**src/include/fir_macros.svh**
```systemverilog
`ifndef FIR_MACROS_SVH
`define FIR_MACROS_SVH

// datapath widths.
`define FIR_DATA_W 5    // input and output sample.
`define FIR_COEF_W 9    // signed coefficient.
`define FIR_PAIR_W 6    // sum of a symmetric tap pair.
`define FIR_PROD_W 14   // pair times coefficient.
`define FIR_ACC_W 17    // sum of the ten products.
`define FIR_OUT_LSB 9   // output keeps total[13:9].

// filter shape.
`define FIR_TAPS 20
`define FIR_PAIRS 10
`define FIR_DECIM 5     // one output per five accepted samples.

// buffering and credits.
`define FIR_IN_DEPTH 4      // also the upstream credits after reset.
`define FIR_OUT_DEPTH 4
`define FIR_OUT_CREDITS 2   // credits granted by downstream at reset.

// pair i multiplies tap i plus tap 19-i.
`define FIR_C0 (9'sd1)
`define FIR_C1 (-9'sd9)
`define FIR_C2 (-9'sd2)
`define FIR_C3 (9'sd13)
`define FIR_C4 (9'sd14)
`define FIR_C5 (-9'sd14)
`define FIR_C6 (-9'sd39)
`define FIR_C7 (-9'sd3)
`define FIR_C8 (9'sd99)
`define FIR_C9 (9'sd193)   // center pair, largest weight.

`endif
```
**src/hw/fir_pkg.sv**
```systemverilog
`default_nettype none

`include "fir_macros.svh"

package fir_pkg;

	typedef logic signed [`FIR_DATA_W-1:0] sample_t; // one filter sample.
	typedef logic signed [`FIR_COEF_W-1:0] coef_t;   // one tap pair weight.
	typedef logic signed [`FIR_ACC_W-1:0] acc_t;     // full precision total.

	// phase counts the samples of the current group already shifted in.
	// PH_INIT is only seen between reset and the first shift.
	typedef enum logic [2:0] {
		PH_INIT,
		PH0,
		PH1,
		PH2,
		PH3,
		PH4
	} phase_t;

endpackage

`default_nettype wire

```
**src/hw/fir_decimator_top.sv**
```systemverilog
`default_nettype none

module fir_decimator_top
	import fir_pkg::*;
(
	input wire logic clk,
	input wire logic resetn,
	input wire logic in_valid,
	input wire sample_t data_in,
	input wire logic out_credit,
	output logic in_credit,
	output logic out_valid,
	output sample_t data_out
);

	logic pop_valid;      // input buffer to delay line.
	sample_t pop_data;
	logic room;           // output side back to input buffer.
	logic taps_valid;     // full group ready.
	logic res_valid;
	sample_t res_data;

	sample_t tap0, tap1, tap2, tap3, tap4;
	sample_t tap5, tap6, tap7, tap8, tap9;
	sample_t tap10, tap11, tap12, tap13, tap14;
	sample_t tap15, tap16, tap17, tap18, tap19;

	sample_credit_fifo sample_credit_fifo_inst (
		.clk, .resetn,
		.in_valid, .data_in, .room,
		.pop_valid, .pop_data, .in_credit
	);

	tap_shift_register tap_shift_register_inst (
		.clk, .resetn,
		.pop_valid, .pop_data,
		.tap0, .tap1, .tap2, .tap3, .tap4,
		.tap5, .tap6, .tap7, .tap8, .tap9,
		.tap10, .tap11, .tap12, .tap13, .tap14,
		.tap15, .tap16, .tap17, .tap18, .tap19,
		.taps_valid
	);

	symmetric_mac symmetric_mac_inst (
		.clk, .resetn,
		.taps_valid,
		.tap0, .tap1, .tap2, .tap3, .tap4,
		.tap5, .tap6, .tap7, .tap8, .tap9,
		.tap10, .tap11, .tap12, .tap13, .tap14,
		.tap15, .tap16, .tap17, .tap18, .tap19,
		.res_valid, .res_data
	);

	out_credit_port out_credit_port_inst (
		.clk, .resetn,
		.taps_valid, .res_valid, .res_data, .out_credit,
		.room, .out_valid, .data_out
	);

endmodule

`default_nettype wire

```
**src/hw/out_credit_port.sv**
```systemverilog
`default_nettype none

`include "fir_macros.svh"

module out_credit_port
	import fir_pkg::*;
(
	input wire logic clk,
	input wire logic resetn,
	input wire logic taps_valid,  // a result is on its way, reserve a slot.
	input wire logic res_valid,
	input wire sample_t res_data,
	input wire logic out_credit,  // downstream returns one credit.
	output logic room,            // gates pops at the input buffer.
	output logic out_valid,
	output sample_t data_out
);

	localparam int ptr_w = $clog2(`FIR_OUT_DEPTH);
	localparam int cnt_w = $clog2(`FIR_OUT_DEPTH + 1);
	localparam int cred_w = $clog2(`FIR_OUT_CREDITS + 1);
	localparam logic [cnt_w-1:0] depth_cnt = cnt_w'(`FIR_OUT_DEPTH);
	localparam logic [cred_w-1:0] max_cred = cred_w'(`FIR_OUT_CREDITS);

	sample_t obuf [`FIR_OUT_DEPTH];   // results waiting for a credit.
	logic [ptr_w-1:0] wr_ptr;
	logic [ptr_w-1:0] rd_ptr;
	logic [cnt_w-1:0] buf_cnt;        // results held.
	logic [cnt_w-1:0] resv_cnt;       // held plus still in the MAC.
	logic [cred_w-1:0] credit_cnt;    // credits from downstream.

	// send whenever a result waits and a credit is held.
	assign out_valid = (buf_cnt != '0) && (credit_cnt != '0);
	assign data_out = obuf[rd_ptr];

	// a new group may only start filling while a slot is free for its result.
	assign room = resv_cnt < depth_cnt;

	always_ff @(posedge clk)
	begin
		if (res_valid)
			obuf[wr_ptr] <= res_data;
	end

	always_ff @(posedge clk, negedge resetn)
	begin
		if (!resetn)
		begin
			wr_ptr <= '0;
			rd_ptr <= '0;
			buf_cnt <= '0;
			resv_cnt <= '0;
			credit_cnt <= max_cred;   // initial grant.
		end
		else
		begin
			if (res_valid)
				wr_ptr <= wr_ptr + 1'b1;
			if (out_valid)
				rd_ptr <= rd_ptr + 1'b1;

			if (res_valid && !out_valid)
				buf_cnt <= buf_cnt + 1'b1;
			else if (out_valid && !res_valid)
				buf_cnt <= buf_cnt - 1'b1;

			// slot taken at taps_valid, freed when the result leaves.
			if (taps_valid && !out_valid)
				resv_cnt <= resv_cnt + 1'b1;
			else if (out_valid && !taps_valid)
				resv_cnt <= resv_cnt - 1'b1;

			// a grant and a return together leave the count as is.
			if (out_credit && !out_valid)
				credit_cnt <= credit_cnt + 1'b1;
			else if (out_valid && !out_credit)
				credit_cnt <= credit_cnt - 1'b1;
		end
	end

	// downstream never hands back more than it was given.
	a_credit_bound: assert property (
		@(posedge clk) disable iff (!resetn)
		credit_cnt <= max_cred
	) else $error("out_credit_port: credit count above grant.");

	// the reservation taken at taps_valid guarantees a free slot.
	a_no_overflow: assert property (
		@(posedge clk) disable iff (!resetn)
		res_valid |-> (buf_cnt != depth_cnt)
	) else $error("out_credit_port: result written to full buffer.");

endmodule

`default_nettype wire

```
**src/hw/symmetric_mac.sv**
```systemverilog
`default_nettype none

`include "fir_macros.svh"

module symmetric_mac
	import fir_pkg::*;
(
	input wire logic clk,
	input wire logic resetn,
	input wire logic taps_valid,  // taps below form a full group.
	input wire sample_t tap0,
	input wire sample_t tap1,
	input wire sample_t tap2,
	input wire sample_t tap3,
	input wire sample_t tap4,
	input wire sample_t tap5,
	input wire sample_t tap6,
	input wire sample_t tap7,
	input wire sample_t tap8,
	input wire sample_t tap9,
	input wire sample_t tap10,
	input wire sample_t tap11,
	input wire sample_t tap12,
	input wire sample_t tap13,
	input wire sample_t tap14,
	input wire sample_t tap15,
	input wire sample_t tap16,
	input wire sample_t tap17,
	input wire sample_t tap18,
	input wire sample_t tap19,
	output logic res_valid,       // two cycles after taps_valid.
	output sample_t res_data
);

	localparam coef_t coef_tab [`FIR_PAIRS] = '{
		`FIR_C0, `FIR_C1, `FIR_C2, `FIR_C3, `FIR_C4,
		`FIR_C5, `FIR_C6, `FIR_C7, `FIR_C8, `FIR_C9
	};

	sample_t tap_vec [`FIR_TAPS];
	logic signed [`FIR_PAIR_W-1:0] pair [`FIR_PAIRS];    // pre-add, one bit of growth.
	logic signed [`FIR_PROD_W-1:0] prod_q [`FIR_PAIRS];  // stage 1 registers.
	logic prod_valid;                                    // stage 1 holds a group.
	acc_t sum_c;
	acc_t total_q;                                       // stage 2 register.

	assign tap_vec[0] = tap0;
	assign tap_vec[1] = tap1;
	assign tap_vec[2] = tap2;
	assign tap_vec[3] = tap3;
	assign tap_vec[4] = tap4;
	assign tap_vec[5] = tap5;
	assign tap_vec[6] = tap6;
	assign tap_vec[7] = tap7;
	assign tap_vec[8] = tap8;
	assign tap_vec[9] = tap9;
	assign tap_vec[10] = tap10;
	assign tap_vec[11] = tap11;
	assign tap_vec[12] = tap12;
	assign tap_vec[13] = tap13;
	assign tap_vec[14] = tap14;
	assign tap_vec[15] = tap15;
	assign tap_vec[16] = tap16;
	assign tap_vec[17] = tap17;
	assign tap_vec[18] = tap18;
	assign tap_vec[19] = tap19;

	for (genvar i = 0; i < `FIR_PAIRS; i++)
	begin : g_pair
		// symmetric taps share a coefficient, so add them first.
		assign pair[i] = `FIR_PAIR_W'(tap_vec[i]) + `FIR_PAIR_W'(tap_vec[`FIR_TAPS-1-i]);

		always_ff @(posedge clk)
		begin
			if (taps_valid)
				prod_q[i] <= `FIR_PROD_W'(pair[i] * coef_tab[i]); // fits, |p| <= 32*193.
		end
	end

	always_comb
	begin
		sum_c = '0;
		for (int i = 0; i < `FIR_PAIRS; i++)
			sum_c = sum_c + acc_t'(prod_q[i]);   // sign extended to 17 bits.
	end

	always_ff @(posedge clk)
	begin
		if (prod_valid)
			total_q <= sum_c;
	end

	always_ff @(posedge clk, negedge resetn)
	begin
		if (!resetn)
		begin
			prod_valid <= 1'b0;
			res_valid <= 1'b0;
		end
		else
		begin
			prod_valid <= taps_valid;
			res_valid <= prod_valid;
		end
	end

	// plain bit slice, no rounding and no saturation.
	assign res_data = total_q[`FIR_OUT_LSB +: `FIR_DATA_W];

endmodule

`default_nettype wire

```
**src/hw/tap_shift_register.sv**
```systemverilog
`default_nettype none

`include "fir_macros.svh"

module tap_shift_register
	import fir_pkg::*;
(
	input wire logic clk,
	input wire logic resetn,
	input wire logic pop_valid,   // shift enable.
	input wire sample_t pop_data,
	output sample_t tap0,         // newest sample.
	output sample_t tap1,
	output sample_t tap2,
	output sample_t tap3,
	output sample_t tap4,
	output sample_t tap5,
	output sample_t tap6,
	output sample_t tap7,
	output sample_t tap8,
	output sample_t tap9,
	output sample_t tap10,
	output sample_t tap11,
	output sample_t tap12,
	output sample_t tap13,
	output sample_t tap14,
	output sample_t tap15,
	output sample_t tap16,
	output sample_t tap17,
	output sample_t tap18,
	output sample_t tap19,        // oldest sample.
	output logic taps_valid       // taps hold a full decimation group.
);

	sample_t dly [`FIR_TAPS];     // delay line, index 0 is newest.
	phase_t state;
	phase_t next_state;
	logic last_shift;             // this pop completes a group of five.

	always_comb
	begin
		next_state = state;
		last_shift = 1'b0;
		if (pop_valid)
		begin
			unique case (state)
				PH_INIT, PH0: next_state = PH1;
				PH1: next_state = PH2;
				PH2: next_state = PH3;
				PH3: next_state = PH4;
				PH4:
				begin
					next_state = PH0;   // group done, start the next one.
					last_shift = 1'b1;
				end
				default: next_state = PH_INIT;
			endcase
		end
	end

	always_ff @(posedge clk, negedge resetn)
	begin
		if (!resetn)
		begin
			state <= PH_INIT;
			taps_valid <= 1'b0;
			for (int i = 0; i < `FIR_TAPS; i++)
				dly[i] <= '0;   // history starts at zero.
		end
		else
		begin
			state <= next_state;
			taps_valid <= last_shift; // high the cycle after the fifth shift.
			if (pop_valid)
			begin
				dly[0] <= pop_data;
				for (int i = 1; i < `FIR_TAPS; i++)
					dly[i] <= dly[i-1];
			end
		end
	end

	assign tap0 = dly[0];
	assign tap1 = dly[1];
	assign tap2 = dly[2];
	assign tap3 = dly[3];
	assign tap4 = dly[4];
	assign tap5 = dly[5];
	assign tap6 = dly[6];
	assign tap7 = dly[7];
	assign tap8 = dly[8];
	assign tap9 = dly[9];
	assign tap10 = dly[10];
	assign tap11 = dly[11];
	assign tap12 = dly[12];
	assign tap13 = dly[13];
	assign tap14 = dly[14];
	assign tap15 = dly[15];
	assign tap16 = dly[16];
	assign tap17 = dly[17];
	assign tap18 = dly[18];
	assign tap19 = dly[19];

	a_phase_legal: assert property (
		@(posedge clk) disable iff (!resetn)
		state inside {PH_INIT, PH0, PH1, PH2, PH3, PH4}
	) else $error("tap_shift_register: phase outside enum.");

endmodule

`default_nettype wire

```
**src/hw/sample_credit_fifo.sv**
```systemverilog
`default_nettype none

`include "fir_macros.svh"

module sample_credit_fifo
	import fir_pkg::*;
(
	input wire logic clk,
	input wire logic resetn,
	input wire logic in_valid,      // upstream spends one credit.
	input wire sample_t data_in,
	input wire logic room,          // output side can take another group.
	output logic pop_valid,
	output sample_t pop_data,
	output logic in_credit          // one credit back per pop.
);

	localparam int ptr_w = $clog2(`FIR_IN_DEPTH);
	localparam int cnt_w = $clog2(`FIR_IN_DEPTH + 1);
	localparam logic [cnt_w-1:0] full_cnt = cnt_w'(`FIR_IN_DEPTH);

	sample_t mem [`FIR_IN_DEPTH];   // circular storage.
	logic [ptr_w-1:0] wr_ptr;
	logic [ptr_w-1:0] rd_ptr;
	logic [cnt_w-1:0] count;        // entries held.

	// pop as soon as anything is held and the output has room.
	assign pop_valid = (count != '0) && room;
	assign pop_data = mem[rd_ptr];
	assign in_credit = pop_valid;   // the freed slot goes straight back upstream.

	always_ff @(posedge clk)
	begin
		if (in_valid)
			mem[wr_ptr] <= data_in;
	end

	always_ff @(posedge clk, negedge resetn)
	begin
		if (!resetn)
		begin
			wr_ptr <= '0;
			rd_ptr <= '0;
			count <= '0;
		end
		else
		begin
			if (in_valid)
				wr_ptr <= wr_ptr + 1'b1; // wraps, depth is a power of two.
			if (pop_valid)
				rd_ptr <= rd_ptr + 1'b1;
			if (in_valid && !pop_valid)
				count <= count + 1'b1;
			else if (pop_valid && !in_valid)
				count <= count - 1'b1;
		end
	end

	// upstream only writes with a credit in hand, so a full buffer
	// never sees a write. a hit here means the credit loop is broken.
	a_no_write_when_full: assert property (
		@(posedge clk) disable iff (!resetn)
		in_valid |-> (count != full_cnt)
	) else $error("sample_credit_fifo: write while full.");

endmodule

`default_nettype wire

```
**config.mk**
```make
export PLATFORM = sky130hd
export DESIGN_NAME = fir_decimator_top
export DESIGN_NICKNAME = d
export VERILOG_FILES = /design/src/hw/fir_pkg.sv /design/src/hw/fir_decimator_top.sv /design/src/hw/out_credit_port.sv /design/src/hw/symmetric_mac.sv /design/src/hw/tap_shift_register.sv /design/src/hw/sample_credit_fifo.sv
export VERILOG_INCLUDE_DIRS = /design/src /design/src/include
export SDC_FILE = /design/constraint.sdc
export NUM_CORES = 1
export LEC_CHECK = 0
export ABC_CLOCK_PERIOD_IN_PS = 13400
export BUFFER_PORTS_ARGS = -buffer_cell sky130_fd_sc_hd__buf_2
export CAP_MARGIN = 20
export CORE_MARGIN = 2
export CORE_UTILIZATION = 55
export DETAILED_ROUTE_END_ITERATION = 8
export HOLD_SLACK_MARGIN = 0.06
export PLACE_DENSITY = 0.71
export SLEW_MARGIN = 15
export SYNTH_ARGS = -nofsm -noshare
export SYNTH_HDL_FRONTEND = slang
export SYNTH_SLANG_ARGS = --single-unit
```
**constraint.sdc**
```tcl
create_clock -name clk -period 13.4 [get_ports clk]
set_input_delay 1.34 -clock clk [delete_from_list [all_inputs] [get_ports clk]]
set_output_delay 1.34 -clock clk [all_outputs]
set_load 0.02 [all_outputs]
```
==> impl_metrics.json, run 1 <==
{
  "grt-ovfl-total": 0,
  "drt_first_pass_iters": 4,
  "cp_slowest_stage_delay_ps": 550,
  "antenna_found_initial": 1,
  "worst_pin_slew_ps": 1030,
  "die_h_um": 189,
  "viasPerCell": 5.13,
  "place_congestion": 0.847,
  "gr-usage-met3_pct": 2.61,
  "synth_area_leaders": "edfxtp_1 (25%), dfrtp_1 (17%), fa_1 (17%)",
  "top_regs": "symmetric_mac_inst.prod_q: 111 flops, out_credit_port_inst.obuf: 20 flops, sample_credit_fifo_inst.mem: 20 flops",
  "skew_ps": 12.2,
  "fin_util_pct": 60.6,
  "io_pins": 16,
  "path_max_fanout": 4,
  "cts_hold_buf": 0,
  "place_area_um2": 19300,
  "ys_types": 48,
  "max_flop_register": "symmetric_mac_inst.prod_q",
  "synthArstFlopShare_pct": 44.5,
  "yosysTopAreaCell": "edfxtp_1",
  "clkTransAtPathRegs_ps": 60,
  "grt_pass1_wl_um": 57700,
  "num_vias": 10800,
  "yosysSeqAreaShare_pct": 41.7,
  "ys_ff_latch": 281,
  "grt_use_met2_pct": 35.1,
  "cts_setup_buffers": 0,
  "rsz0062_at_grt": "no",
  "grt.busiest_layer": "met2",
  "setup_viol": 0,
  "cp_cell_sequence": "ha_1, fa_1, a21o_1, a21oi_1, xnor2_1, fa_1, fa_1, fa_1, inv_1, ha_1, fa_1, a21o_1, a21oi_1, o21bai_1, a21oi_1, xnor2_1",
  "drive_above_1_share_pct": 6.32,
  "drv_slew": 0,
  "cp_data_arrival_time_ps": 5480,
  "final_area_um2": 20300,
  "ys.warnings.count": 0,
  "wl_um": 34100,
  "cp_top_family": "adder cells",
  "critPathBufInv": 1,
  "synth-main-ff-cell": "edfxtp_1",
  "start_kind": "flop",
  "slowest_stage": "fa_1",
  "htreeDepth": 1,
  "finalHoldViolations": 0,
  "ctsLongestPathBuffers": 3,
  "chipWidth_um": 189,
  "timing.final.crit_share_pct": 38.5,
  "critPathMostFrequentCell": "fa_1",
  "setup-tns-final_ps": 0,
  "post_synth_instance_area_um2": 18800,
  "maxSlewHeadroom_pct": 31.3,
  "start_util_pct": 55.9,
  "dp_hpwl_um": 26500,
  "max_freq_mhz": 194,
  "cts_resized": 0,
  "final_antenna_net_count": 0,
  "finalCriticalPeriod_ps": 5160,
  "cts_root_buf": "clkbuf_16",
  "grt_max_degree": 105,
  "num_rows": 67,
  "cts_sinks": 281,
  "syn_nets": 1996,
  "coreArea_um2": 33500,
  "worstPathRequired_ps": 13720,
  "fin_nets": 2022,
  "drtIter0Drc": 486,
  "synth.avg_cell_area_um2": 11.8,
  "synth_top_area_share_pct": 25.0,
  "drc_errors": 0,
  "largest_reg_flops": 111,
  "critPathCaptureType": "flop",
  "cts_buffers": 31,
  "clkLatencyLatePin_ps": 580,
  "area_growth_pct": 8.28,
  "min-delay-path-class": "reg -> reg",
  "grt_util_met1_pct": 28.0,
  "grt_pass1_vias": 11400,
  "tritoncts": "done",
  "track_usage_pct": 20.4,
  "worstSetupPathType": "reg -> reg",
  "status": "finished clean",
  "diodes": 0,
  "die_area_um2": 35600,
  "io_buffers": 15,
  "synth_edf_count": 156,
  "maxCapViolCount": 0,
  "post_drt_wl_per_cell_um": 16.3,
  "synthCells": 1596
}
==> path summary, 6_finish.rpt <==
kind / cells after the start / endpoint / from / slack [ps]
worst min register to register: 1 / sample_credit_fifo_inst.count[2] / sample_credit_fifo_inst.count[2] / 470
worst max register to register: 16 / symmetric_mac_inst.prod_q[6][12] / tap_shift_register_inst.tap13[0] / 8240
max in group asynchronous: 2 / symmetric_mac_inst.prod_valid / resetn / 11350
worst max-delay path: 16 / symmetric_mac_inst.prod_q[6][12] / tap_shift_register_inst.tap13[0] / 8240
min in group asynchronous: 1 / tap_shift_register_inst.tap8[3] / resetn / 710
worst min-delay path: 1 / sample_credit_fifo_inst.count[2] / sample_credit_fifo_inst.count[2] / 470
==> final cells by class <==
| type | instances | area, um^2 |
|---|---|---|
| fillers | 2737 | 13200 |
| multi-input cells | 1017 | 9820 |
| flip-flops and latches | 281 | 7820 |
| inverters | 271 | 1020 |
| clock buffers | 44 | 885 |
| well taps | 448 | 561 |
| repair buffers | 20 | 119 |
| clock inverters | 13 | 95.1 |
==> Yosys cell counts (5+ instances only) <==
master,instances
a21o_1,37
a21oi_1,45
and2_1,10
buf_2,8
clkbuf_1,17
dfrtp_1,124
edfxtp_1,156
fa_1,155
ha_1,236
inv_1,269
mux2_2,9
mux4_2,10
nand2_1,267
nand2b_1,5
nor2_1,19
nor2b_1,12
nor3_1,9
o211ai_1,5
o21ai_0,35
o21bai_1,11
xnor2_1,80
xor2_1,37
==> metrics by stage <==
stage	setup slack [ps]	cells	hold WS, ps
after global placement	8340	2037	457
after CTS	8190	2094	470
after detailed placement	8210	2037	460
after global routing	7950	2094	497
final	8240	2094	471
after floorplan	8530	1596	434
==> per-layer routing <==
layer	wire length (um)	vias to the layer above
met5	7	-
met4	741	2
met3	1160	54
met2	16700	135
met1	15600	5350
li1	-	5211
==> layout by cell type (no fill, tap or decap), drive strengths merged, types with 10 or more instances in the layout <==
cell    synthesis  layout
a21o           37      37
xor2           38      38
and2           11      11
nor2           20      20
inv           269     272
buf            10      20
nor2b          12      12
clkbuf         17      44
dfrtp         124     124
o21ai          36      36
mux4           10      10
xnor2          80      80
a21oi          47      47
ha            236     236
fa            155     155
o21bai         11      11
edfxtp        156     156
nand2         267     267
==> cell families (layout without fill, tap and decap cells) <==
group           Yosys count  in the layout  share of synthesized area [%]
buf+inv                 298            348                           6.02
xor+xnor                118            118                           5.61
flops                   281            281                           41.7
fa+ha+maj               391            391                           32.3
compound gates          154            154                           5.38
simple gates            335            335                           7.31
mux                      19             19                           1.74
Power of run 1 is left out: the tool's default activity adds up to more than one toggle a clock period on the data nets, which glitch-free logic cannot reach.
==> run 2, diff against run 1 <==
--- a/config.mk
+++ b/config.mk
@@ -6,14 +6,14 @@
 export SDC_FILE = /design/constraint.sdc
 export NUM_CORES = 1
 export LEC_CHECK = 0
-export ABC_CLOCK_PERIOD_IN_PS = 13400
+export ABC_CLOCK_PERIOD_IN_PS = 4440
 export BUFFER_PORTS_ARGS = -buffer_cell sky130_fd_sc_hd__buf_2
 export CAP_MARGIN = 20
 export CORE_MARGIN = 2
 export CORE_UTILIZATION = 55
 export DETAILED_ROUTE_END_ITERATION = 8
 export HOLD_SLACK_MARGIN = 0.06
-export PLACE_DENSITY = 0.71
+export PLACE_DENSITY = 0.74
 export SLEW_MARGIN = 15
 export SYNTH_ARGS = -nofsm -noshare
 export SYNTH_HDL_FRONTEND = slang
==> constraint.sdc (replaced) <==
create_clock -name clk -period 4.44 [get_ports clk]
set_input_delay 0.444 -clock clk [delete_from_list [all_inputs] [get_ports clk]]
set_output_delay 0.444 -clock clk [all_outputs]
set_load 0.02 [all_outputs]
==> impl_metrics.json, run 2 (synthesis gave the netlist of run 1 again) <==
{
  "status": "complete, but fails checks",
  "violations": "negative setup slack",
  "drt_first_pass_iters": 6,
  "whs_ps": 47.8,
  "grt_pass1_vias": 11900,
  "max_flop_register": "symmetric_mac_inst.prod_q",
  "rsz0062_at_grt": "yes",
  "fin_nets": 2099,
  "cts_root_buf": "clkbuf_16",
  "max_freq_mhz": 216,
  "htreeDepth": 2,
  "num_rows": 67,
  "final_area_um2": 21400,
  "wl_um": 35700,
  "top_regs": "symmetric_mac_inst.prod_q: 111 flops, out_credit_port_inst.obuf: 20 flops, sample_credit_fifo_inst.mem: 20 flops",
  "final_cell_mix": "nand2_1 (267), inv_1 (265), ha_1 (224)",
  "worstSetupPathType": "reg -> reg",
  "place_congestion": 0.833,
  "post_drt_wl_per_cell_um": 16.4,
  "drive_above_1_share_pct": 13.6,
  "grt-ovfl-total": 0,
  "io_buffers": 15,
  "final_antenna_net_count": 0,
  "die_area_um2": 35600,
  "clkLatencyLatePin_ps": 520,
  "timing.final.crit_share_pct": 104,
  "grt_pass1_wl_um": 59500,
  "diodes": 0,
  "maxSlewHeadroom_pct": 35.8,
  "finalHoldViolations": 0,
  "cts_buffers": 34,
  "coreArea_um2": 33500,
  "clkTransAtPathRegs_ps": 60,
  "maxCapViolCount": 0,
  "die_h_um": 189,
  "num_vias": 11100,
  "largest_reg_flops": 111,
  "fin_util_pct": 63.8,
  "grt.busiest_layer": "met2",
  "chipWidth_um": 189,
  "grt_use_met2_pct": 37.0,
  "grt_max_degree": 83,
  "r2r-start": "tap_shift_register_inst.tap13[1]",
  "viasPerCell": 5.12,
  "drv_slew": 0,
  "min-delay-path-class": "in -> async",
  "cts_sinks": 281,
  "antenna_found_initial": 0,
  "setup_viol": 7,
  "finalCriticalPeriod_ps": 4630,
  "cp_data_arrival_time_ps": 4880,
  "worst_pin_slew_ps": 962,
  "drtIter0Drc": 590,
  "track_usage_pct": 21.1,
  "cts_hold_buf": 0,
  "place_area_um2": 19800,
  "path_max_fanout": 3,
  "area_growth_pct": 14.0,
  "dp_hpwl_um": 27500,
  "drc_errors": 0,
  "start_util_pct": 55.9,
  "gr-usage-met3_pct": 2.79,
  "final_common_cell": "nand2_1",
  "io_pins": 16,
  "skew_ps": 28.8,
  "ctsLongestPathBuffers": 3,
  "worstPathRequired_ps": 4690,
  "tritoncts": "done",
  "critPathCaptureType": "flop",
  "grt_util_met1_pct": 27.5,
  "start_kind": "flop",
  "setup-tns-final_ps": -886,
  "crit_start": "tap_shift_register_inst.tap13[1]",
  "setup_ws_ps": -193
}
[run 2: cell types whose count changed in the layout (fill, tap and decap cells not counted), moves of 9 or more]
cell / before / now
fa_1: 155 / 143
ha_4: 0 / 9
ha_1: 236 / 224
a21oi_2: 1 / 15
buf_4: 5 / 77
a21oi_1: 45 / 30
fa_2: 0 / 12
[run 2: path summary, 6_finish.rpt]
kind / end / slack, ps / depth (start not counted)
min in group clk: sample_credit_fifo_inst.mem[3][0] / 130 / 1
setup reg to reg: symmetric_mac_inst.prod_q[6][12] / -190 / 21
hold reg to reg: sample_credit_fifo_inst.count[2] / 470 / 1
max in group asynchronous: tap_shift_register_inst.tap10[3] / 3500 / 2
hold / removal: out_credit_port_inst.rd_ptr[0] / 50 / 1
setup / recovery: symmetric_mac_inst.prod_q[6][12] / -190 / 21
[run 2: layer usage]
layer  vias to the layer above  part of all wire [%]
li1                       5380                     -
met2                       163                    50
met1                      5508                    44
met4                         0                   2.9
met3                        74                   3.3
met5                         -                     0
[run 2: timing repair]
| item | CTS | global route |
|---|---|---|
| gates resized for setup | 28 | 25 |
| setup endpoints to repair | 13 | 17 |
| cloned | 0 | 0 |
| hold endpoints to repair | 0 | 0 |
| pin swaps | 30 | 31 |
| setup buffers | 7 | 15 |
[run 2: final cells by class]
| cell class | count | area, um^2 |
|---|---|---|
| well taps | 448 | 561 |
| flip-flops and latches | 281 | 7820 |
| inverters | 271 | 1020 |
| clock inverters | 23 | 283 |
| multi-input cells | 1017 | 10100 |
| clock buffers | 39 | 901 |
| repair buffers | 94 | 691 |
| fillers | 2528 | 12100 |
[run 2: worst max-delay path, stage by stage (launching register included)]
cell and delay (ps):
dfrtp_1 410, ha_1 290, a21o_1 120, a21oi_2 60
nor2b_1 140, nor3_1 70, mux2_4 300, buf_4 150
buf_4 120, buf_4 130, fa_2 350, inv_1 70
fa_1 430, fa_1 540, inv_1 60, ha_4 270
ha_4 190, a21o_1 180, a21oi_2 140, o21bai_1 90
a21oi_1 160, xnor2_1 90
[run 2: stage by stage]
step           setup slack (ps)  std cells
2_1_floorplan             -95.4       1596
3_3_place_gp               -185       2092
3_5_place_dp               -301       2092
4_1_cts                    -153       2160
5_1_grt                    -394       2173
6_report                   -193       2173
Power of run 2 is left out for the same reason.
